--- src/rtl/loader_pkg.sv ---
/*
 * Host download definitions: the file index byte, the file kinds the
 * loader accepts and the layout of a program file header.
 */
package loader_pkg;

	// ==============================
	// File index from the host menu
	// ==============================

	// Upper bits select a variant of the menu entry and lower bits the kind
	typedef struct packed {
		logic [1:0] sub_index;
		logic [5:0] kind;
	} file_index_s;

	// Same byte seen either as a whole or split in fields
	typedef union packed {
		logic [7:0]  raw;
		file_index_s fields;
	} file_index_u;

	// PRG is kind 4 with sub-index 0
	localparam logic [5:0] KIND_PRG = 6'd4;

	// Tape images use one fixed index value
	localparam logic [7:0] INDEX_TAP = 8'd6;

	// ==============================
	// Program file layout
	// ==============================

	// Header holds the load address with the low byte first
	localparam int PRG_HDR_LEN = 2;

	// Byte offset within the downloaded file
	typedef logic [24:0] offset_t;

endpackage

--- src/rtl/memmap_pkg.sv ---
/*
 * Memory map of the home computer as seen by the download path.
 * Holds the byte address type, the tape region and the BASIC pointer table.
 */
package memmap_pkg;

	// ==============================
	// Address space
	// ==============================

	// Byte address into the shared memory
	typedef logic [24:0] mem_addr_t;

	// Tape images are stored from here upwards
	localparam mem_addr_t TAP_BASE = 25'h200000;

	// ==============================
	// BASIC pointers in page zero
	// ==============================

	// Bytes written after a program load as BASIC LOAD leaves them
	localparam int PTR_COUNT = 12;

	// Written in the order TXT, VAR, ARY, STR, SAVE_START and LOAD_END
	localparam logic [7:0] ptr_addr_table [PTR_COUNT] = '{
		8'h2B, 8'h2C, 8'h2D, 8'h2E,
		8'h2F, 8'h30, 8'h31, 8'h32,
		8'hAC, 8'hAD, 8'hAE, 8'hAF
	};

	// Start of BASIC text as after a cold start
	localparam logic [7:0] PTR_TXT_LO = 8'h01;
	localparam logic [7:0] PTR_TXT_HI = 8'h08;

	// SAVE_START (AC and AD) is left at zero by LOAD
	localparam logic [7:0] PTR_SAVE_VAL = 8'h00;

endpackage

--- src/rtl/basic_pointer_init.sv ---
/*
 * Sits between the parser and the write FIFO. Passes requests through and,
 * after a program download, queues the twelve BASIC pointer bytes.
 */
`timescale 1ns/100ps

module basic_pointer_init (
	input  logic                  clk_sys,
	input  logic                  reset_n,
	input  logic                  req_wr_i,
	input  memmap_pkg::mem_addr_t req_addr_i,
	input  logic [7:0]            req_data_i,
	input  logic                  prg_done_i,
	input  logic [15:0]           prg_end_i,
	input  logic                  fifo_full_i,
	output logic                  push_o,
	output memmap_pkg::mem_addr_t push_addr_o,
	output logic [7:0]            push_data_o,
	output logic                  inject_done_o
);

	localparam int IDX_W = $clog2(memmap_pkg::PTR_COUNT);

	logic             injecting;
	logic [IDX_W-1:0] ptr_idx;
	logic [15:0]      end_q;
	logic [7:0]       ptr_addr;
	logic [7:0]       ptr_data;
	logic             last_ptr;

	assign ptr_addr = memmap_pkg::ptr_addr_table[ptr_idx];
	assign last_ptr = (ptr_idx == IDX_W'(memmap_pkg::PTR_COUNT - 1));

	// Value per table slot
	// Entries 2..7 and 10..11 alternate low and high byte of the end address
	always_comb begin
		case (ptr_idx)
			IDX_W'(0): ptr_data = memmap_pkg::PTR_TXT_LO;
			IDX_W'(1): ptr_data = memmap_pkg::PTR_TXT_HI;
			IDX_W'(8), IDX_W'(9): ptr_data = memmap_pkg::PTR_SAVE_VAL;
			default: ptr_data = ptr_idx[0] ? end_q[15:8] : end_q[7:0];
		endcase
	end

	// ==============================
	// Push mux
	// ==============================
	always_comb begin
		if (injecting) begin
			push_o      = !fifo_full_i;
			push_addr_o = {17'd0, ptr_addr};
			push_data_o = ptr_data;
		end else begin
			push_o      = req_wr_i;
			push_addr_o = req_addr_i;
			push_data_o = req_data_i;
		end
	end

	// ==============================
	// Injection sequence
	// ==============================
	always_ff @(posedge clk_sys) begin
		if (!reset_n) begin
			injecting     <= 1'b0;
			ptr_idx       <= '0;
			inject_done_o <= 1'b0;
		end else begin
			inject_done_o <= 1'b0;
			if (prg_done_i) begin
				injecting <= 1'b1;
				ptr_idx   <= '0;
			end else if (injecting && !fifo_full_i) begin
				if (last_ptr) begin
					injecting     <= 1'b0;
					inject_done_o <= 1'b1;
				end else begin
					ptr_idx <= ptr_idx + 1'b1;
				end
			end
		end
	end

	// End address captured with the done strobe
	always_ff @(posedge clk_sys) begin
		if (prg_done_i) begin
			end_q <= prg_end_i;
		end
	end

endmodule

--- src/rtl/download_parser.sv ---
/*
 * Turns the host download stream into memory write requests.
 * Program files are placed at their load address, tape images in the
 * tape region. Signals the end of a program download once.
 */
`timescale 1ns/100ps

module download_parser (
	input  logic                   clk_sys,
	input  logic                   reset_n,
	input  logic                   dl_active_i,
	input  logic                   dl_wr_i,
	input  loader_pkg::file_index_u dl_index_i,
	input  loader_pkg::offset_t    dl_offset_i,
	input  logic [7:0]             dl_data_i,
	output logic                   req_wr_o,
	output memmap_pkg::mem_addr_t  req_addr_o,
	output logic [7:0]             req_data_o,
	output logic                   prg_done_o,
	output logic [15:0]            prg_end_o
);

	logic        is_prg;
	logic        is_tap;
	logic        active_q;
	logic        prg_q;
	logic [15:0] cur_addr;

	// Kind and sub-index through the fields, tape through the raw byte
	assign is_prg = (dl_index_i.fields.kind == loader_pkg::KIND_PRG) &&
	                (dl_index_i.fields.sub_index == 2'd0);
	assign is_tap = (dl_index_i.raw == loader_pkg::INDEX_TAP);

	// Next free address, which is also the end address once done
	assign prg_end_o = cur_addr;

	// ==============================
	// Control
	// ==============================
	always_ff @(posedge clk_sys) begin
		if (!reset_n) begin
			req_wr_o   <= 1'b0;
			prg_done_o <= 1'b0;
			active_q   <= 1'b0;
			prg_q      <= 1'b0;
		end else begin
			active_q   <= dl_active_i;
			prg_done_o <= active_q && !dl_active_i && prg_q;
			if (dl_active_i) begin
				prg_q <= is_prg;
			end
			// Header bytes of a program make no request
			req_wr_o <= dl_wr_i && (is_tap ||
			            (is_prg && dl_offset_i >= loader_pkg::PRG_HDR_LEN));
		end
	end

	// ==============================
	// Address and data
	// ==============================
	always_ff @(posedge clk_sys) begin
		if (dl_wr_i) begin
			req_data_o <= dl_data_i;
			if (is_tap) begin
				req_addr_o <= memmap_pkg::TAP_BASE + dl_offset_i;
			end else if (is_prg) begin
				if (dl_offset_i == 25'd0) begin
					cur_addr[7:0] <= dl_data_i;
				end else if (dl_offset_i == 25'd1) begin
					cur_addr[15:8] <= dl_data_i;
				end else begin
					req_addr_o <= {9'd0, cur_addr};
					cur_addr   <= cur_addr + 16'd1;
				end
			end
		end
	end

endmodule

--- src/rtl/mem_slot_writer.sv ---
/*
 * Drains the write FIFO into memory, one entry per free slot.
 * The slot is the cycle after the computer drops io_cycle_i.
 */
`timescale 1ns/100ps

module mem_slot_writer (
	input  logic                  clk_sys,
	input  logic                  reset_n,
	input  logic                  io_cycle_i,
	input  memmap_pkg::mem_addr_t head_addr_i,
	input  logic [7:0]            head_data_i,
	input  logic                  not_empty_i,
	output logic                  pop_o,
	output logic                  mem_wr_o,
	output memmap_pkg::mem_addr_t mem_addr_o,
	output logic [7:0]            mem_data_o
);

	logic io_cycle_q;
	logic slot;

	// Falling edge of io_cycle_i
	assign slot  = io_cycle_q && !io_cycle_i;
	assign pop_o = slot && not_empty_i;

	always_ff @(posedge clk_sys) begin
		if (!reset_n) begin
			io_cycle_q <= 1'b0;
			mem_wr_o   <= 1'b0;
		end else begin
			io_cycle_q <= io_cycle_i;
			mem_wr_o   <= pop_o;
		end
	end

	// Head entry onto the memory bus together with the write pulse
	always_ff @(posedge clk_sys) begin
		if (pop_o) begin
			mem_addr_o <= head_addr_i;
			mem_data_o <= head_data_i;
		end
	end

endmodule

--- src/rtl/prg_loader_top.sv ---
/*
 * File download path: parser and pointer initialiser feed a write FIFO
 * that a slot writer drains into memory. FIFO_DEPTH sizes the buffer.
 */
`timescale 1ns/100ps

module prg_loader_top #(
	parameter int FIFO_DEPTH = 8
) (
	input  logic                    clk_sys,
	input  logic                    reset_n,
	input  logic                    dl_active_i,
	input  logic                    dl_wr_i,
	input  loader_pkg::file_index_u dl_index_i,
	input  loader_pkg::offset_t     dl_offset_i,
	input  logic [7:0]              dl_data_i,
	input  logic                    io_cycle_i,
	output logic                    dl_wait_o,
	output logic                    mem_wr_o,
	output memmap_pkg::mem_addr_t   mem_addr_o,
	output logic [7:0]              mem_data_o,
	output logic                    inject_done_o
);

	logic                  req_wr;
	memmap_pkg::mem_addr_t req_addr;
	logic [7:0]            req_data;
	logic                  prg_done;
	logic [15:0]           prg_end;
	logic                  push;
	memmap_pkg::mem_addr_t push_addr;
	logic [7:0]            push_data;
	logic                  fifo_full;
	memmap_pkg::mem_addr_t head_addr;
	logic [7:0]            head_data;
	logic                  not_empty;
	logic                  pop;

	// ==============================
	// Producer
	// ==============================
	download_parser parser0 (
		.clk_sys     (clk_sys),
		.reset_n     (reset_n),
		.dl_active_i (dl_active_i),
		.dl_wr_i     (dl_wr_i),
		.dl_index_i  (dl_index_i),
		.dl_offset_i (dl_offset_i),
		.dl_data_i   (dl_data_i),
		.req_wr_o    (req_wr),
		.req_addr_o  (req_addr),
		.req_data_o  (req_data),
		.prg_done_o  (prg_done),
		.prg_end_o   (prg_end)
	);

	basic_pointer_init ptr_init0 (
		.clk_sys       (clk_sys),
		.reset_n       (reset_n),
		.req_wr_i      (req_wr),
		.req_addr_i    (req_addr),
		.req_data_i    (req_data),
		.prg_done_i    (prg_done),
		.prg_end_i     (prg_end),
		.fifo_full_i   (fifo_full),
		.push_o        (push),
		.push_addr_o   (push_addr),
		.push_data_o   (push_data),
		.inject_done_o (inject_done_o)
	);

	// ==============================
	// Buffer and consumer
	// ==============================
	write_fifo #(
		.DEPTH (FIFO_DEPTH)
	) fifo0 (
		.clk_sys     (clk_sys),
		.reset_n     (reset_n),
		.push_i      (push),
		.push_addr_i (push_addr),
		.push_data_i (push_data),
		.pop_i       (pop),
		.head_addr_o (head_addr),
		.head_data_o (head_data),
		.not_empty_o (not_empty),
		.full_o      (fifo_full),
		.dl_wait_o   (dl_wait_o)
	);

	mem_slot_writer writer0 (
		.clk_sys     (clk_sys),
		.reset_n     (reset_n),
		.io_cycle_i  (io_cycle_i),
		.head_addr_i (head_addr),
		.head_data_i (head_data),
		.not_empty_i (not_empty),
		.pop_o       (pop),
		.mem_wr_o    (mem_wr_o),
		.mem_addr_o  (mem_addr_o),
		.mem_data_o  (mem_data_o)
	);

endmodule

--- src/rtl/write_fifo.sv ---
/*
 * Circular buffer of pending memory writes. Holds requests until the
 * computer leaves a memory slot free and asks the host to wait when
 * nearly full.
 */
`timescale 1ns/100ps

module write_fifo #(
	parameter int DEPTH = 8
) (
	input  logic                  clk_sys,
	input  logic                  reset_n,
	input  logic                  push_i,
	input  memmap_pkg::mem_addr_t push_addr_i,
	input  logic [7:0]            push_data_i,
	input  logic                  pop_i,
	output memmap_pkg::mem_addr_t head_addr_o,
	output logic [7:0]            head_data_o,
	output logic                  not_empty_o,
	output logic                  full_o,
	output logic                  dl_wait_o
);

	localparam int AW = $clog2(DEPTH);
	localparam int CW = $clog2(DEPTH + 1);

	memmap_pkg::mem_addr_t addr_mem [DEPTH];
	logic [7:0]            data_mem [DEPTH];

	logic [AW-1:0] wr_ptr;
	logic [AW-1:0] rd_ptr;
	logic [CW-1:0] count;
	logic          do_push;
	logic          do_pop;

	assign do_push = push_i && !full_o;
	assign do_pop  = pop_i && not_empty_o;

	assign head_addr_o = addr_mem[rd_ptr];
	assign head_data_o = data_mem[rd_ptr];
	assign not_empty_o = (count != '0);
	assign full_o      = (count == CW'(DEPTH));

	// Two free places left cover the bytes already on their way
	assign dl_wait_o = (count >= CW'(DEPTH - 2));

	// ==============================
	// Pointers and fill level
	// ==============================
	always_ff @(posedge clk_sys) begin
		if (!reset_n) begin
			wr_ptr <= '0;
			rd_ptr <= '0;
			count  <= '0;
		end else begin
			if (do_push) begin
				wr_ptr <= (wr_ptr == AW'(DEPTH - 1)) ? '0 : wr_ptr + 1'b1;
			end
			if (do_pop) begin
				rd_ptr <= (rd_ptr == AW'(DEPTH - 1)) ? '0 : rd_ptr + 1'b1;
			end
			if (do_push && !do_pop) begin
				count <= count + 1'b1;
			end else if (do_pop && !do_push) begin
				count <= count - 1'b1;
			end
		end
	end

	// Storage
	always_ff @(posedge clk_sys) begin
		if (do_push) begin
			addr_mem[wr_ptr] <= push_addr_i;
			data_mem[wr_ptr] <= push_data_i;
		end
	end

endmodule

--- config.mk ---
export PLATFORM = sky130hd
export DESIGN_NAME = prg_loader_top
export DESIGN_NICKNAME = d
export VERILOG_FILES = /design/src/rtl/loader_pkg.sv /design/src/rtl/memmap_pkg.sv /design/src/rtl/basic_pointer_init.sv /design/src/rtl/download_parser.sv /design/src/rtl/mem_slot_writer.sv /design/src/rtl/prg_loader_top.sv /design/src/rtl/write_fifo.sv
export SDC_FILE = /design/constraint.sdc
export NUM_CORES = 1
export LEC_CHECK = 0
export ABC_AREA = 1
export BUFFER_PORTS_ARGS = -buffer_cell sky130_fd_sc_hd__buf_2
export CAP_MARGIN = 20
export CELL_PAD_IN_SITES_DETAIL_PLACEMENT = 0
export CELL_PAD_IN_SITES_GLOBAL_PLACEMENT = 1
export CORE_UTILIZATION = 53
export DETAILED_ROUTE_END_ITERATION = 8
export PLACE_DENSITY_LB_ADDON = 0.25
export SYNTH_ARGS = -nofsm -noshare
export SYNTH_HDL_FRONTEND = slang
export SYNTH_HIERARCHICAL = 1
export SYNTH_SLANG_ARGS = --single-unit
--- constraint.sdc ---
create_clock -name clk_sys -period 9.74 [get_ports clk_sys]
set_clock_uncertainty 0.15 [all_clocks]
set_input_delay 0 -clock clk_sys [delete_from_list [all_inputs] [get_ports clk_sys]]
set_output_delay 0 -clock clk_sys [all_outputs]
set_load 0.01 [all_outputs]
Yosys cells after proc, flatten, opt, wreduce, memory -nomap -nowiden --
Memories as Yosys holds them, arrays and structs flattened. A register that Yosys moved wholly into a read port is not among the register bits. Index checks and enable logic that the tools add are counted.
Storage, ports and cells: output and inout bits 36, memory bits (read-only) 128, memories 3, RAM bits 264, bits of input ports 46, register bits 87
Operators by class: add/subtract/negate cells 7, reduce and logical (&&, ||, !) cells 34, muxes and demuxes 24, magnitude comparators 3, equality and inequality tests 13, bitwise gates (word level) 6
Memories:
- fifo0.addr_mem | words 8, width 25, read ports 1, clocked after Yosys merged registers in 1, wr ports 1, RTL line write_fifo.sv:27 | memmap_pkg::mem_addr_t addr_mem [DEPTH];
- (name not given) | words 16, width 8, read ports 1, clocked after Yosys merged registers in 0, wr ports 0, RTL line basic_pointer_init.sv:31 | assign ptr_addr = memmap_pkg::ptr_addr_table[ptr_idx];
- fifo0.data_mem | words 8, width 8, read ports 1, clocked after Yosys merged registers in 1, wr ports 1, RTL line write_fifo.sv:28 | logic [7:0] data_mem [DEPTH];
Operators with widths (count):
- $mux W25 | 5
- $mux W8 | 7
- $add A22 B25 Y25 const A | 1
- $eq A25 B1 Y1 const B | 1
- $ge A25 B2 Y1 const B | 1
- $logic_not A25 Y1 | 1
- $pmux W8 S3 | 1
- $add A16 B1 Y16 const B | 1
- $eq A4 B4 Y1 const B | 4
- $logic_and A1 B1 Y1 | 12
- $reduce_and A4 Y1 | 3
- $add A4 B1 Y4 const B | 2
- $eq A8 B3 Y1 const B | 1
- $mux W4 | 2
- $reduce_bool A2 Y1 | 4
- $mux W1 | 7
- $add A3 B1 Y3 const B | 2
- $eq A3 B3 Y1 const B | 2
- $eq A6 B3 Y1 const B | 1
- $mux W3 | 2
- $ne A2 B1 Y1 const B | 3
- $ge A5 B5 Y1 const B | 1
- $logic_not A1 Y1 | 5
- $not A1 Y1 | 5
- 11 further kinds | 13

Depth between registers and ports, before layout --
Gate-level depths: netlist of the first run.
word-level depth 8, mapped depth 18

Cells and area by module --
Netlist of the first run, hierarchy kept.
By module, submodules not included:
- write_fifo | area an instance 11187.0 um^2, times used 1, sequential area each 8187.9 um^2, cells an instance 974
- download_parser | area an instance 2796.4 um^2, times used 1, sequential area each 1551.5 um^2, cells an instance 306
- basic_pointer_init | area an instance 1297.5 um^2, times used 1, sequential area each 600.6 um^2, cells an instance 156
- mem_slot_writer | area an instance 1066.0 um^2, times used 1, sequential area each 1031.0 um^2, cells an instance 42

Least setup slack after synthesis of the first run --
Ideal clock, no wire load.
path kind flip-flop to flip-flop, from reg fifo0.count[0], to mem fifo0/addr_mem[0][0] in the netlist's numbering, enable pin, period minus slack after synthesis 3251 ps, path buffers 0, cell stages (with the launch flop) 10, setup slack 6489 ps, arrival time 2678 ps, setup time 423 ps, data required time 9167 ps, cell sequence dfxtp_1 > nor2_1 > nand3_1 > inv_1 > inv_1 > nand2_1 > nand2_1 > nand2_1 > or2_2 > nor2_1
Between the ends: longest elaborated chain between the ends 6
RTL lines:
- start, declared | RTL line write_fifo.sv:32 | logic [CW-1:0] count;
- start signal, assigned | RTL line write_fifo.sv:63 | count <= count + 1'b1;
- start signal, assigned | RTL line write_fifo.sv:65 | count <= count - 1'b1;
- $eq A4 B4 Y1 | RTL line write_fifo.sv:42 | assign full_o = (count == CW'(DEPTH));
- via fifo_full | RTL line prg_loader_top.sv:33 | logic fifo_full;
- $logic_not A1 Y1 | RTL line basic_pointer_init.sv:50 | push_o = !fifo_full_i;
- $mux W1 | RTL line basic_pointer_init.sv:49 | if (injecting) begin
- via push | RTL line prg_loader_top.sv:30 | logic push;
- $logic_and A1 B1 Y1 | RTL line write_fifo.sv:36 | assign do_push = push_i && !full_o;
- $mux W1 | RTL line write_fifo.sv:72 | if (do_push) begin
- $mux W1 (not written as such) | RTL line write_fifo.sv:73 | addr_mem[wr_ptr] <= push_addr_i;
- end, declared | RTL line write_fifo.sv:27
The timed path passes the listed nets, and every way through them passes these cells.

Final worst setup path of the first run --
from in dl_index_i[6] in the netlist's numbering, to reg parser0.req_addr_o[13], enable pin
Between the ends: longest elaborated chain between the ends 4
RTL lines:
- start, declared | RTL line prg_loader_top.sv:14 | input loader_pkg::file_index_u dl_index_i,
- branches (longest 3 deep; another with $eq A8 B3 Y1)
- $reduce_and A4 Y1 (no source line) (*)
- end signal, assigned | RTL line download_parser.sv:65 | req_addr_o <= memmap_pkg::TAP_BASE + dl_offset_i;
- end signal, assigned | RTL line download_parser.sv:72 | req_addr_o <= {9'd0, cur_addr};
- end, declared | RTL line download_parser.sv:17 | output memmap_pkg::mem_addr_t req_addr_o,
Every way passes the cells marked *. A chain may end at the register's enable or synchronous reset.

==> results of run 1 <==
[power breakdown]
part           internal (mW)  switching (mW)  total (mW)
logic                 0.0236          0.0286      0.0522
clock network          0.850           0.579        1.43
registers               1.80         0.00173        1.80
[kinds of logic after synthesis]
| family | Yosys count |
|---|---|
| AND/OR/NAND/NOR | 687 |
| flip-flops | 387 |
| AO/OA/AOI/OAI | 200 |
| buffers and inverters | 164 |
| adder cells (fa/ha/maj) | 16 |
| XOR/XNOR | 15 |
| multiplexers | 9 |
[how the worst max path moves through the flow]
stage | startpoint | end | slack (ns)
6_report | dl_index_i[6] | parser0/req_addr_o[13] | 6.53
5_1_grt | dl_index_i[6] | parser0/req_addr_o[13] | 6.35
4_1_cts | dl_index_i[6] | parser0/req_addr_o[22] | 6.56
3_5_place_dp | fifo0/count[0] | fifo0/count[3] | 6.80
3_3_place_gp | fifo0/count[0] | fifo0/count[3] | 6.82
2_1_floorplan | fifo0/count[0] | fifo0/addr_mem[0][0] | 6.49
[final cells by class]
class                           count  area (sq um)  area share, %
Inverter                          103         397.9          2.125
Tap cell                          390         488.0          2.606
Clock inverter                     18         156.4         0.8352
Timing Repair Buffer              142         980.9          5.239
Sequential cell                   387         11380          60.77
Multi-Input combinational cell    927          4257          22.73
Clock buffer                       49          1066          5.693
[synth_stat cells (12+ instances only)]
library cell  instances
o21ai_0              76
ha_1                 15
buf_2                23
buf_6                12
clkbuf_1             16
nand3_1              19
inv_1                95
nor2_1              351
edfxtp_1            362
nand2_1             287
dfxtp_1              25
o21ai_1             104
[sequential cells by signal, indices dropped and copies added (netlist names), 4 cells and up, named ones only]
signal	cells
writer0/mem_data_o	8
ptr_init0/end_q	16
fifo0/addr_mem	200
parser0/prg_end_o	16
fifo0/data_mem	64
parser0/req_data_o	8
parser0/req_addr_o	25
ptr_init0/ptr_idx	4
fifo0/count	4
writer0/mem_addr_o	25
[per-layer routing]
layer	global-route usage (%)	up-vias	part of all wire, %
met5	0	-	0
met4	6.446	0	1.9
met3	3.171	50	5.2
met2	40.12	292	50
met1	30.96	4934	43
li1	-	5210	-
[placed cells by master, fill, tap and decap left out, types with 4 or more instances in the layout]
cell | Yosys | layout
nand4_1 | 5 | 5
inv_1 | 95 | 94
clkinv_2 | 0 | 9
buf_4 | 5 | 14
a21oi_1 | 9 | 9
nor3_1 | 4 | 4
xnor2_1 | 6 | 6
ha_1 | 15 | 15
nor2_4 | 1 | 9
edfxtp_1 | 362 | 362
o21ai_0 | 76 | 76
dlygate4sd3_1 | 0 | 47
nand2_1 | 287 | 287
nand3_1 | 19 | 19
inv_2 | 5 | 5
buf_2 | 23 | 81
xor2_1 | 9 | 9
mux2i_1 | 9 | 9
clkbuf_1 | 16 | 7
clkbuf_16 | 0 | 41
nor2_1 | 351 | 343
o21ai_1 | 104 | 104
dfxtp_1 | 25 | 22
clkinv_1 | 1 | 8
o21ai_2 | 6 | 6
[tightest hold or removal path, stage by stage]
cell and delay [ns]:
buf_2 0.08, nor4_2 0.04, nand2_1 0.04, buf_4 0.34
nor2_1 0.06
[metrics by stage]
stage	hold WS (ns)	setup WS [ns]
after floorplan	-0.05655	6.489
after global placement	0.04232	6.818
after detailed placement	0.05071	6.797
after CTS	0.06488	6.556
after global routing	0.07166	6.354
final	0.07539	6.531
==> impl_results.html, run 1 <==
<table>
<tr><th>Metric</th><th>Value</th></tr>
<tr><th colspan="2">Run status</th></tr>
<tr><td>Outcome</td><td>completed</td></tr>
<tr><th colspan="2">Worst setup path</th></tr>
<tr><td>Reg-to-reg critical path endpoint</td><td>fifo0/count[3]</td></tr>
<tr><td>Critical path's top delay family</td><td>buffers and inverters</td></tr>
<tr><td>Path depth of the worst reg2reg path</td><td>14</td></tr>
<tr><td>CP arrival</td><td>3.19 ns</td></tr>
<tr><td>Worst path required time</td><td>9.72 ns</td></tr>
<tr><td>Number of cells on the critical path</td><td>9</td></tr>
<tr><td>Cells along the critical path</td><td>dlygate4sd3_1 &gt; buf_2 &gt; nor4_2 &gt; dlygate4sd3_1 &gt; nand2_1 &gt; dlygate4sd3_1 &gt; nor2_1 &gt; nand3_1 &gt; nand2_1</td></tr>
<tr><td>Worst setup path category</td><td>in -&gt; reg</td></tr>
<tr><td>Most repeated library cell on the critical path</td><td>dlygate4sd3_1</td></tr>
<tr><td>Worst-case register-to-register setup slack</td><td>6.83 ns</td></tr>
<tr><td>CP Buf/Inv Count</td><td>4</td></tr>
<tr><td>Delay of the slowest cell on the worst path</td><td>0.79 ns</td></tr>
<tr><td>Critical path's slowest cell</td><td>nand2_1</td></tr>
<tr><td>Maximum fanout count along the critical path</td><td>25</td></tr>
<tr><td>FF-to-FF Start</td><td>fifo0/count[1]</td></tr>
<tr><td>Crit start category</td><td>input pin</td></tr>
<tr><td>Capturing element type of the critical path</td><td>flop</td></tr>
<tr><th colspan="2">CTS</th></tr>
<tr><td>Setup Buffers After CTS</td><td>0</td></tr>
<tr><td>Clock transition at the registers of the reported paths</td><td>0.06 ns</td></tr>
<tr><td>CTS tree</td><td>done</td></tr>
<tr><td>Cell at the root of the clock tree</td><td>clkbuf_16</td></tr>
<tr><td>Number of buffers added by the clock tree synthesis step</td><td>40</td></tr>
<tr><td>Number of gates given a new drive strength after cts</td><td>0</td></tr>
<tr><td>Maximum count of clock buffers along a single path</td><td>3</td></tr>
<tr><td>Number of levels the H-tree was split into</td><td>2</td></tr>
<tr><td>Clock sink count</td><td>387</td></tr>
<tr><td>Number of hold buffers added after cts</td><td>47</td></tr>
<tr><td>Clock latency reported for the late side of the worst-skew pair</td><td>0.52 ns</td></tr>
<tr><th colspan="2">Placement</th></tr>
<tr><td>DP HPWL</td><td>20220 microns</td></tr>
<tr><td>Placed Instance Area</td><td>17030 sq um</td></tr>
<tr><td>Port-buffer cells</td><td>81</td></tr>
<tr><td>Placed cell count</td><td>1902</td></tr>
<tr><td>Global placer's final weighted congestion</td><td>0.8429</td></tr>
<tr><th colspan="2">Die</th></tr>
<tr><td>DIE HEIGHT</td><td>177.6 microns</td></tr>
<tr><td>Initial core utilization</td><td>54.57%</td></tr>
<tr><td>Number of primary I/O pins</td><td>82</td></tr>
<tr><td>Horizontal extent of the die</td><td>177.6 microns</td></tr>
<tr><td>Row count</td><td>63</td></tr>
<tr><td>Core area</td><td>29950 sq um</td></tr>
<tr><td>Area of the die</td><td>31550 sq um</td></tr>
<tr><th colspan="2">Finish</th></tr>
<tr><td>N_diodes</td><td>0</td></tr>
<tr><td>Area growth from synthesis to layout</td><td>14.55%</td></tr>
<tr><td>Util after Layout</td><td>62.51%</td></tr>
<tr><td>FILL cells</td><td>2367</td></tr>
<tr><td>Count of nets after finishing</td><td>1663</td></tr>
<tr><td>Proportion of layout cells with a drive suffix above 1</td><td>11.69%</td></tr>
<tr><td>Non-filler cells, final</td><td>2016</td></tr>
<tr><td>Post-Layout Inst Area</td><td>18730 sq um</td></tr>
<tr><th colspan="2">Power and ir drop</th></tr>
<tr><td>Post-layout total power</td><td>3.286 mW</td></tr>
<tr><td>Leakage Power</td><td>7.223 nW</td></tr>
<tr><td>Cell area power density</td><td>175.5 nW/um^2</td></tr>
<tr><td>VDD IR-drop max</td><td>0.00009871 V</td></tr>
<tr><th colspan="2">Synth</th></tr>
<tr><td>Number of flops mapped to enable cells by yosys</td><td>362</td></tr>
<tr><td>Synth top area share</td><td>66.50%</td></tr>
<tr><td>Cell Area, Synth</td><td>16350 sq um</td></tr>
<tr><td>Post-synthesis simple-gate area fraction</td><td>16.72%</td></tr>
<tr><td>Post-synth net total</td><td>1540</td></tr>
<tr><td>Main combinational cell family by area after synthesis</td><td>simple AND/OR/NAND/NOR gates</td></tr>
<tr><td>Syn Inst Count</td><td>1478</td></tr>
<tr><td>Yosys warnings</td><td>6</td></tr>
<tr><td>Top FF cell, synth</td><td>edfxtp_1</td></tr>
<tr><td>Post-synthesis share of cell area spent on full adders, half adders and majority gates</td><td>1.271%</td></tr>
<tr><td>Synth Register Bits</td><td>387</td></tr>
<tr><td>Count of cell types in the netlist</td><td>43</td></tr>
<tr><td>Multiplexer area fraction after synthesis</td><td>0.5511%</td></tr>
<tr><td>Xor and xnor fraction of the mapped netlist area</td><td>0.8037%</td></tr>
<tr><td>Sequential cell area fraction in the yosys report</td><td>69.56%</td></tr>
<tr><td>Compound-gate portion of the synthesized area</td><td>6.322%</td></tr>
<tr><td>Synth Area per Inst</td><td>11.06 sq um</td></tr>
<tr><td>Ys async rst share</td><td>0%</td></tr>
<tr><td>Leading area contributor after synthesis</td><td>edfxtp_1</td></tr>
<tr><td>Cell types with the largest area share after synthesis</td><td>edfxtp_1 (66%), nor2_1 (8.1%), nand2_1 (6.6%)</td></tr>
<tr><th colspan="2">GRT</th></tr>
<tr><td>Global route overflow</td><td>0</td></tr>
<tr><td>Number of antenna violations at the first check in global routing</td><td>0</td></tr>
<tr><td>Global-route wire length before repair</td><td>55250 microns</td></tr>
<tr><td>All-Layer GR Usage</td><td>23.29%</td></tr>
<tr><td>Number of global-route vias before repair</td><td>10259</td></tr>
<tr><td>Pin count of the biggest net entering global routing</td><td>107</td></tr>
<tr><th colspan="2">STA</th></tr>
<tr><td>Unrepaired setup endpoints after global routing</td><td>no</td></tr>
<tr><td>Tightest Pin Transition</td><td>1.105 ns</td></tr>
<tr><td>Setup TNS</td><td>0 ns</td></tr>
<tr><td>Setup-failing EPs final</td><td>0</td></tr>
<tr><td>Fin. max-slew vios</td><td>0</td></tr>
<tr><td>Normalized max-slew margin</td><td>26.36%</td></tr>
<tr><td>Hold Vio Cnt, Final</td><td>0</td></tr>
<tr><td>Post-layout minimum cycle time</td><td>3.209 ns</td></tr>
<tr><td>Achievable clock frequency</td><td>311.6 MHz</td></tr>
<tr><td>Final Cycle Share</td><td>32.95%</td></tr>
<tr><th colspan="2">Drt</th></tr>
<tr><td>Vias per cell</td><td>5.201</td></tr>
<tr><td>Antenna Violating Nets Remaining</td><td>0</td></tr>
<tr><td>Overall via count from detail_route</td><td>10486</td></tr>
<tr><td>Router iterations before antenna repair</td><td>6</td></tr>
<tr><td>Final wirelength</td><td>35320 microns</td></tr>
<tr><td>DR iter-0 viols</td><td>808</td></tr>
<tr><td>Number of remaining DRC errors</td><td>0</td></tr>
<tr><td>Average wire per cell in the routed design</td><td>17.52 microns</td></tr>
<tr><th colspan="2">Worst hold path</th></tr>
<tr><td>Hold path depth</td><td>5</td></tr>
<tr><td>Worst hold endpoint</td><td>parser0/req_addr_o[17]</td></tr>
<tr><td>HP Start</td><td>dl_index_i[5]</td></tr>
<tr><td>Classification of the worst-slack hold path</td><td>in -&gt; reg</td></tr>
<tr><th colspan="2">Flow run</th></tr>
<tr><td>Max-cap violation count</td><td>0</td></tr>
</table>
Note: power is estimated with default switching activity, not from simulation.
==> run 2, diff against run 1 <==
ABC_AREA = 0   (was 1)
clock period = 3 ns   (was 9.74 ns; I/O delays follow)
==> impl_results.html, run 2 <==
<table>
<tr><th>Metric</th><th>Value</th></tr>
<tr><th colspan="2">STA</th></tr>
<tr><td>Tightest Pin Transition</td><td>0.9557 ns (-0.1490 ns)</td></tr>
<tr><td>Unrepaired setup endpoints after global routing</td><td>no</td></tr>
<tr><td>Normalized max-slew margin</td><td>35.62% (+9.3 points)</td></tr>
<tr><td>Final Cycle Share</td><td>92.21%</td></tr>
<tr><td>Fin. max-slew vios</td><td>0 (unchanged)</td></tr>
<tr><td>Hold Vio Cnt, Final</td><td>0 (unchanged)</td></tr>
<tr><td>Setup-failing EPs final</td><td>0 (unchanged)</td></tr>
<tr><td>Minimum setup slack in the final design</td><td>0.2338 ns (-6.297 ns)</td></tr>
<tr><td>Achievable clock frequency</td><td>361.5 MHz</td></tr>
<tr><td>Post-layout minimum cycle time</td><td>2.766 ns</td></tr>
<tr><th colspan="2">Worst hold path</th></tr>
<tr><td>HP Start</td><td>dl_data_i[4]</td></tr>
<tr><td>Worst hold endpoint</td><td>parser0/req_data_o[4]</td></tr>
<tr><td>Hold path depth</td><td>2 (-3)</td></tr>
<tr><td>Classification of the worst-slack hold path</td><td>in -&gt; reg</td></tr>
<tr><th colspan="2">Worst setup path</th></tr>
<tr><td>Worst path required time</td><td>3.30 ns (-6.42 ns)</td></tr>
<tr><td>Worst setup path category</td><td>reg -&gt; reg</td></tr>
<tr><td>FF-to-FF Start</td><td>fifo0/count[0]</td></tr>
<tr><td>Maximum fanout count along the critical path</td><td>5 (-80%)</td></tr>
<tr><td>Path depth of the worst reg2reg path</td><td>10 (-4)</td></tr>
<tr><td>Crit start category</td><td>flop</td></tr>
<tr><td>CP arrival</td><td>3.07 ns (-0.12 ns)</td></tr>
<tr><td>Reg-to-reg critical path endpoint</td><td>fifo0/count[3]</td></tr>
<tr><td>Capturing element type of the critical path</td><td>flop</td></tr>
<tr><td>Worst-case register-to-register setup slack</td><td>0.23 ns (-6.60 ns)</td></tr>
<tr><th colspan="2">GRT</th></tr>
<tr><td>All-Layer GR Usage</td><td>22.37% (-0.92 points)</td></tr>
<tr><td>Number of global-route vias before repair</td><td>8425 (-18%)</td></tr>
<tr><td>Global-route wire length before repair</td><td>49540 microns (-10%)</td></tr>
<tr><td>Number of antenna violations at the first check in global routing</td><td>0 (unchanged)</td></tr>
<tr><td>Global route overflow</td><td>0 (unchanged)</td></tr>
<tr><td>Pin count of the biggest net entering global routing</td><td>67 (-37%)</td></tr>
<tr><th colspan="2">Placement</th></tr>
<tr><td>DP HPWL</td><td>19110 microns (-5.5%)</td></tr>
<tr><td>Global placer's final weighted congestion</td><td>0.8164 (-3.1%)</td></tr>
<tr><td>Port-buffer cells</td><td>81 (unchanged)</td></tr>
<tr><td>Worst slack, placed</td><td>0.1331 ns (-6.664 ns)</td></tr>
<tr><td>Placed Instance Area</td><td>16540 sq um (-2.9%)</td></tr>
<tr><th colspan="2">Synth</th></tr>
<tr><td>Syn Inst Count</td><td>815 (-45%)</td></tr>
<tr><td>Most common cell in the synthesized netlist</td><td>edfxtp_1</td></tr>
<tr><td>Leading area contributor after synthesis</td><td>edfxtp_1</td></tr>
<tr><td>Yosys warnings</td><td>6 (unchanged)</td></tr>
<tr><td>Cell Area, Synth</td><td>15420 sq um (-5.7%)</td></tr>
<tr><td>Synth Register Bits</td><td>387 (unchanged)</td></tr>
<tr><td>Synth top area share</td><td>70.50% (+4.0 points)</td></tr>
<tr><td>Sequential cell area fraction in the yosys report</td><td>73.75% (+4.2 points)</td></tr>
<tr><td>Post-synth net total</td><td>877 (-43%)</td></tr>
<tr><td>Synth Area per Inst</td><td>18.92 sq um (+71%)</td></tr>
<tr><td>Ys async rst share</td><td>0% (unchanged)</td></tr>
<tr><td>Count of cell types in the netlist</td><td>54 (+26%)</td></tr>
<tr><td>Number of flops mapped to enable cells by yosys</td><td>362 (unchanged)</td></tr>
<tr><td>Top cells by count, synth</td><td>edfxtp_1 (362), mux4_2 (66), mux2_2 (47), nand2_1 (28), nor2_1 (28)</td></tr>
<tr><td>Cell types with the largest area share after synthesis</td><td>edfxtp_1 (71%), mux4_2 (9.6%), mux2_2 (3.4%)</td></tr>
<tr><td>Top FF cell, synth</td><td>edfxtp_1</td></tr>
<tr><th colspan="2">Finish</th></tr>
<tr><td>FILL cells</td><td>1953 (-17%)</td></tr>
<tr><td>Largest registers</td><td>fifo0/addr_mem (200), fifo0/data_mem (64)</td></tr>
<tr><td>Util after Layout</td><td>63.87% (+1.4 points)</td></tr>
<tr><td>Count of nets after finishing</td><td>1044 (-37%)</td></tr>
<tr><td>N_diodes</td><td>0 (unchanged)</td></tr>
<tr><td>Leading cell type in the layout, fill and taps excluded</td><td>edfxtp_1</td></tr>
<tr><td>Commonest cells after routing, fill and taps aside</td><td>edfxtp_1 (362), buf_2 (83), mux4_2 (66)</td></tr>
<tr><td>Largest register FFs</td><td>200 (unchanged)</td></tr>
<tr><td>Register name with the most flops</td><td>fifo0/addr_mem</td></tr>
<tr><td>Proportion of layout cells with a drive suffix above 1</td><td>30.17% (+18 points)</td></tr>
<tr><td>Area growth from synthesis to layout</td><td>18.57%</td></tr>
<tr><td>Post-Layout Inst Area</td><td>18280 sq um (-2.4%)</td></tr>
<tr><th colspan="2">CTS</th></tr>
<tr><td>Cell at the root of the clock tree</td><td>clkbuf_16</td></tr>
<tr><td>Number of buffers added by the clock tree synthesis step</td><td>40 (unchanged)</td></tr>
<tr><td>Maximum count of clock buffers along a single path</td><td>3 (unchanged)</td></tr>
<tr><td>Clock sink count</td><td>387 (unchanged)</td></tr>
<tr><td>CTS tree</td><td>done</td></tr>
<tr><td>Number of levels the H-tree was split into</td><td>2 (unchanged)</td></tr>
<tr><td>Clock transition at the registers of the reported paths</td><td>0.06 ns (about the same)</td></tr>
<tr><td>Clock latency reported for the late side of the worst-skew pair</td><td>0.52 ns (about the same)</td></tr>
<tr><td>Setup Buffers After CTS</td><td>0 (unchanged)</td></tr>
<tr><th colspan="2">Run status</th></tr>
<tr><td>Outcome</td><td>completed</td></tr>
<tr><th colspan="2">Drt</th></tr>
<tr><td>DR iter-0 viols</td><td>780 (-3.5%)</td></tr>
<tr><td>Antenna Violating Nets Remaining</td><td>0 (unchanged)</td></tr>
<tr><td>Average wire per cell in the routed design</td><td>23.40 microns (+34%)</td></tr>
<tr><td>Number of remaining DRC errors</td><td>0 (unchanged)</td></tr>
<tr><td>Overall via count from detail_route</td><td>8065 (-23%)</td></tr>
<tr><td>Final wirelength</td><td>32650 microns (-7.6%)</td></tr>
<tr><td>Router iterations before antenna repair</td><td>5 (-1)</td></tr>
<tr><td>Vias per cell</td><td>5.781 (+11%)</td></tr>
<tr><th colspan="2">Power and ir drop</th></tr>
<tr><td>VDD IR-drop max</td><td>0.0003372 V (+240%)</td></tr>
<tr><td>Leakage Power</td><td>6.152 nW (-15%)</td></tr>
<tr><td>Cell area power density</td><td>581.0 nW/um^2 (+230%)</td></tr>
<tr><th colspan="2">Die</th></tr>
<tr><td>Number of primary I/O pins</td><td>82 (unchanged)</td></tr>
<tr><td>Horizontal extent of the die</td><td>172.6 microns (-2.8%)</td></tr>
<tr><td>Row count</td><td>62 (-1.6%)</td></tr>
<tr><td>DIE HEIGHT</td><td>172.6 microns (-2.8%)</td></tr>
<tr><td>Area of the die</td><td>29780 sq um (-5.6%)</td></tr>
<tr><td>Initial core utilization</td><td>53.86% (-0.71 points)</td></tr>
<tr><td>Core area</td><td>28630 sq um (-4.4%)</td></tr>
<tr><th colspan="2">Flow run</th></tr>
<tr><td>Max-cap violation count</td><td>0 (unchanged)</td></tr>
</table>
==> run 2: how the worst max path moves through the flow <==
| stage | from | endpoint | slack [ns] | cells past startpoint |
|---|---|---|---|---|
| finish | fifo0/count[0] | fifo0/count[3] | 0.23 | 10 |
| global route | fifo0/count[0] | fifo0/count[3] | 0.04 | 13 |
| CTS | fifo0/count[0] | fifo0/count[3] | 0.12 | 10 |
| detailed placement | fifo0/count[0] | fifo0/count[3] | 0.13 | 10 |
| global placement | fifo0/count[0] | fifo0/count[3] | 0.17 | 10 |
| floorplan | fifo0/count[0] | fifo0/addr_mem[6][0] | -0.19 | 7 |
==> run 2: final cells by class <==
class	count	area, sq um	area share [%]
repair buffers	157	1234	6.748
multi-input cells	379	3906	21.37
inverters	17	63.81	0.3490
flip-flops and latches	387	11380	62.24
well taps	384	480.5	2.628
clock buffers	46	1044	5.708
clock inverters	25	176.4	0.9650
==> run 2: what timing repair did <==
item,4_1_cts,5_1_grt
endpoints found under the hold margin,82,0
gates resized for setup,0,4
setup endpoints to repair,0,1
hold buffers,50,0
==> run 2: cells by family after synthesis <==
logic type | count (synthesis) | share of synthesized area (%)
compound gates | 55 | 2.102
xor+xnor | 19 | 1.079
mux | 131 | 14.47
flops | 387 | 73.75
buf+inv | 49 | 1.574
simple gates | 158 | 5.680
fa+ha+maj | 16 | 1.347
==> run 2: per-stage QoR <==
| step | total power, mW | std cells | hold slack [ns] | setup TNS (ns) |
|---|---|---|---|---|
| after floorplan | 6.008 | 815 | -0.05113 | -20.31 |
| after global placement | 6.081 | 1272 | 0.07064 | 0 |
| after detailed placement | 6.086 | 1272 | 0.07555 | 0 |
| after CTS | 10.69 | 1393 | 0.06155 | 0 |
| after global routing | 10.91 | 1395 | 0.07921 | 0 |
| final | 10.62 | 1395 | 0.06903 | 0 |
==> run 2: metal layers <==
metal | share of wire, % | global-route usage (%) | up-vias
met5 | 0 | 0 | -
met4 | 2.1 | 6.882 | 0
met3 | 6.5 | 3.386 | 54
met2 | 50 | 37.43 | 314
met1 | 41 | 30.57 | 4103
li1 | - | - | 3594
==> run 2: worst max-delay path: stages, from the launching register on <==
cell      delay (ns)
dfxtp_2         0.36
or4_4           0.57
and3b_2         0.24
nand2_1         0.13
ha_1            0.20
inv_2           0.07
ha_1            0.34
a21oi_2         0.17
a211oi_1        0.08
a31oi_1         0.19
mux2i_1         0.20
==> run 2: where the power goes <==
part / internal (mW) / total (mW) / switching (mW)
clock network: 2.66 / 4.60 / 1.94
registers: 5.85 / 5.86 / 0.00458
logic: 0.0800 / 0.165 / 0.0845
total: 8.59 / 10.6 / 2.03
==> run 3, diff against run 2 <==
CORE_UTILIZATION = 55   (was 53)
CTS_BUF_LIST = sky130_fd_sc_hd__clkbuf_8   (was unset)
==> impl_results.html, run 3 (synthesized netlist as in run 2, its figures left out) <==
<table>
<tr><th>Metric</th><th>Value</th></tr>
<tr><th colspan="2">Finish</th></tr>
<tr><td>Proportion of layout cells with a drive suffix above 1</td><td>31.20% (+1.0 points)</td></tr>
<tr><td>Util after Layout</td><td>66.74% (+2.9 points)</td></tr>
<tr><td>Count of nets after finishing</td><td>1066 (+2.1%)</td></tr>
<tr><td>Register name with the most flops</td><td>fifo0/addr_mem</td></tr>
<tr><td>Multi-input gate area in the final layout</td><td>3894 sq um (-0.32%)</td></tr>
<tr><td>Reg area</td><td>11380 sq um (unchanged)</td></tr>
<tr><td>N_diodes</td><td>0 (unchanged)</td></tr>
<tr><td>FILL cells</td><td>1822 (-6.7%)</td></tr>
<tr><td>Commonest cells after routing, fill and taps aside</td><td>edfxtp_1 (362), buf_2 (81), mux4_2 (66)</td></tr>
<tr><td>Leading cell type in the layout, fill and taps excluded</td><td>edfxtp_1</td></tr>
<tr><td>Post-Layout Inst Area</td><td>18190 sq um (-0.52%)</td></tr>
<tr><td>Largest registers</td><td>fifo0/addr_mem (200), fifo0/data_mem (64)</td></tr>
<tr><td>Area growth from synthesis to layout</td><td>17.96%</td></tr>
<tr><td>Largest register FFs</td><td>200 (unchanged)</td></tr>
<tr><th colspan="2">Die</th></tr>
<tr><td>DIE HEIGHT</td><td>169.4 microns (-1.8%)</td></tr>
<tr><td>Initial core utilization</td><td>56.58% (+2.7 points)</td></tr>
<tr><td>Horizontal extent of the die</td><td>169.4 microns (-1.8%)</td></tr>
<tr><td>Core area</td><td>27250 sq um (-4.8%)</td></tr>
<tr><td>Area of the die</td><td>28710 sq um (-3.6%)</td></tr>
<tr><td>Number of primary I/O pins</td><td>82 (unchanged)</td></tr>
<tr><td>Row count</td><td>60 (-3.2%)</td></tr>
<tr><th colspan="2">GRT</th></tr>
<tr><td>Number of antenna violations at the first check in global routing</td><td>0 (unchanged)</td></tr>
<tr><td>Global route overflow</td><td>0 (unchanged)</td></tr>
<tr><td>All-Layer GR Usage</td><td>22.74% (+0.37 points)</td></tr>
<tr><td>Global-route wire length before repair</td><td>48330 microns (-2.4%)</td></tr>
<tr><td>Pin count of the biggest net entering global routing</td><td>41 (-39%)</td></tr>
<tr><td>Number of global-route vias before repair</td><td>8451 (+0.31%)</td></tr>
<tr><th colspan="2">STA</th></tr>
<tr><td>Unrepaired setup endpoints after global routing</td><td>no</td></tr>
<tr><td>Hold Vio Cnt, Final</td><td>0 (unchanged)</td></tr>
<tr><td>Fin. max-slew vios</td><td>0 (unchanged)</td></tr>
<tr><td>Achievable clock frequency</td><td>358.1 MHz (-0.95%)</td></tr>
<tr><td>Post-layout minimum cycle time</td><td>2.793 ns (+0.02652 ns)</td></tr>
<tr><td>Setup-failing EPs final</td><td>0 (unchanged)</td></tr>
<tr><td>Final Cycle Share</td><td>93.09% (+0.88 points)</td></tr>
<tr><td>Final Hold Slack</td><td>0.01799 ns (-0.05104 ns)</td></tr>
<tr><td>Normalized max-slew margin</td><td>28.96% (-6.7 points)</td></tr>
<tr><td>Tightest Pin Transition</td><td>1.057 ns (+0.1018 ns)</td></tr>
<tr><td>Minimum setup slack in the final design</td><td>0.2073 ns (-0.02652 ns)</td></tr>
<tr><th colspan="2">Worst setup path</th></tr>
<tr><td>Maximum fanout count along the critical path</td><td>16 (+11)</td></tr>
<tr><td>Worst setup path category</td><td>in -&gt; reg</td></tr>
<tr><td>Capturing element type of the critical path</td><td>flop</td></tr>
<tr><td>CP arrival</td><td>2.86 ns (-0.21 ns)</td></tr>
<tr><td>Worst path required time</td><td>3.07 ns (-0.23 ns)</td></tr>
<tr><td>Crit start category</td><td>input pin</td></tr>
<tr><th colspan="2">Power and ir drop</th></tr>
<tr><td>Switching share of total power</td><td>19.92% (+0.77 points)</td></tr>
<tr><td>Leakage Power</td><td>6.164 nW (+0.21%)</td></tr>
<tr><td>Net Switching</td><td>2.016 mW (-0.84%)</td></tr>
<tr><td>Clock power frac</td><td>40.5% (-2.8 points)</td></tr>
<tr><td>Combinational group share of total power</td><td>1.6% (about the same)</td></tr>
<tr><td>Flop pwr share</td><td>57.8% (+2.7 points)</td></tr>
<tr><td>Internal power summed over all cells</td><td>8.108 mW (-5.6%)</td></tr>
<tr><td>Cell area power density</td><td>556.7 nW/um^2 (-4.2%)</td></tr>
<tr><td>VDD IR-drop max</td><td>0.0003356 V (-0.47%)</td></tr>
<tr><th colspan="2">Flow run</th></tr>
<tr><td>Max-cap violation count</td><td>0 (unchanged)</td></tr>
<tr><th colspan="2">Drt</th></tr>
<tr><td>Router iterations before antenna repair</td><td>5 (unchanged)</td></tr>
<tr><td>Number of remaining DRC errors</td><td>0 (unchanged)</td></tr>
<tr><td>DR iter-0 viols</td><td>616 (-21%)</td></tr>
<tr><td>Final wirelength</td><td>31540 microns (-3.4%)</td></tr>
<tr><td>Vias per cell</td><td>5.699 (-1.4%)</td></tr>
<tr><td>Average wire per cell in the routed design</td><td>22.26 microns (-4.9%)</td></tr>
<tr><td>Overall via count from detail_route</td><td>8076 (+0.14%)</td></tr>
<tr><td>Antenna Violating Nets Remaining</td><td>0 (unchanged)</td></tr>
<tr><th colspan="2">CTS</th></tr>
<tr><td>Clock sink count</td><td>387 (unchanged)</td></tr>
<tr><td>Maximum count of clock buffers along a single path</td><td>3 (unchanged)</td></tr>
<tr><td>CTS tree</td><td>done</td></tr>
<tr><td>Number of buffers added by the clock tree synthesis step</td><td>59 (+48%)</td></tr>
<tr><td>Clock transition at the registers of the reported paths</td><td>0.06 ns (about the same)</td></tr>
<tr><td>Number of levels the H-tree was split into</td><td>2 (unchanged)</td></tr>
<tr><td>Cell at the root of the clock tree</td><td>clkbuf_8</td></tr>
<tr><td>Setup Buffers After CTS</td><td>0 (unchanged)</td></tr>
<tr><td>Clock latency reported for the late side of the worst-skew pair</td><td>0.60 ns (+0.08 ns)</td></tr>
<tr><th colspan="2">Placement</th></tr>
<tr><td>Placed Instance Area</td><td>16530 sq um (about the same)</td></tr>
<tr><td>Worst slack, placed</td><td>0.1174 ns (-0.01577 ns)</td></tr>
<tr><td>DP HPWL</td><td>18760 microns (-1.8%)</td></tr>
<tr><td>Port-buffer cells</td><td>81 (unchanged)</td></tr>
<tr><td>Global placer's final weighted congestion</td><td>0.8945 (+9.6%)</td></tr>
<tr><th colspan="2">Worst hold path</th></tr>
<tr><td>Classification of the worst-slack hold path</td><td>in -&gt; reg</td></tr>
<tr><th colspan="2">Run status</th></tr>
<tr><td>Outcome</td><td>completed</td></tr>
</table>
## run 3: cell count changes in the layout (fill, tap and decap cells not counted), sizes merged
cell	change
dlygate4sd3	+3
clkbuf	+14
bufinv	+2
buf	-1
clkinv	+5
inv	+9
clkinvlp	+2
## run 3: final cells by class
class                   count  share of cell area, %
inverters                  17                 0.3509
multi-input cells         379                  21.41
clock inverters            43                  1.624
repair buffers            160                  7.031
flip-flops and latches    387                  62.56
well taps                 372                  2.559
clock buffers              59                  4.465
## run 3: path summary, 6_finish.rpt
kind / from / end / slack (ns) / depth (start not counted)
max: dl_offset_i[21] / parser0/prg_end_o[14] / 0.21 / 8
min: dl_data_i[2] / parser0/req_data_o[2] / 0.02 / 2
max reg2reg: fifo0/count[0] / fifo0/count[3] / 0.22 / 10
min reg2reg: parser0/active_q / parser0/prg_done_o / 0.29 / 2
## run 3: what timing repair did
action,4_1_cts,5_1_grt
hold buffers,53,0
endpoints found under the hold margin,98,0
resized for setup,0,4
endpoints found under the setup margin,0,1
## run 3: worst max-delay path: stages
cell	delay [ns]
dlygate4sd3_1	0.52
buf_2	0.18
nor4_1	0.11
and4_1	0.27
nor3b_1	0.15
dlygate4sd3_1	0.57
buf_4	0.19
nor3_1	0.85
## run 3: per-stage QoR
step           power [mW]  std cells  TNS, ns
3_3_place_gp        6.076       1261        0
4_1_cts             10.19       1416        0
3_5_place_dp        6.083       1261        0
5_1_grt             10.42       1417        0
6_report            10.12       1417        0
2_1_floorplan       6.008        815   -20.31
## run 3: per-layer routing
layer	track usage [%]	up-vias	part of all wire (%)	routed length, microns
met5	0	-	0	0
li1	-	3620	-	-
met1	31.06	4139	42	13300
met2	38.58	284	50	15890
met4	5.445	0	1.2	374
met3	3.778	33	6.3	1981
## run 3: power by group through the flow
stage / Clock, mW / Combinational, mW / Sequential [mW]
after CTS: 4.18 / 0.161 / 5.86
after detailed placement: 0 / 0.115 / 5.97
after floorplan: 0 / 0.0407 / 5.97
after global routing: 4.39 / 0.176 / 5.85
final: 4.10 / 0.165 / 5.86
after global placement: 0 / 0.109 / 5.97
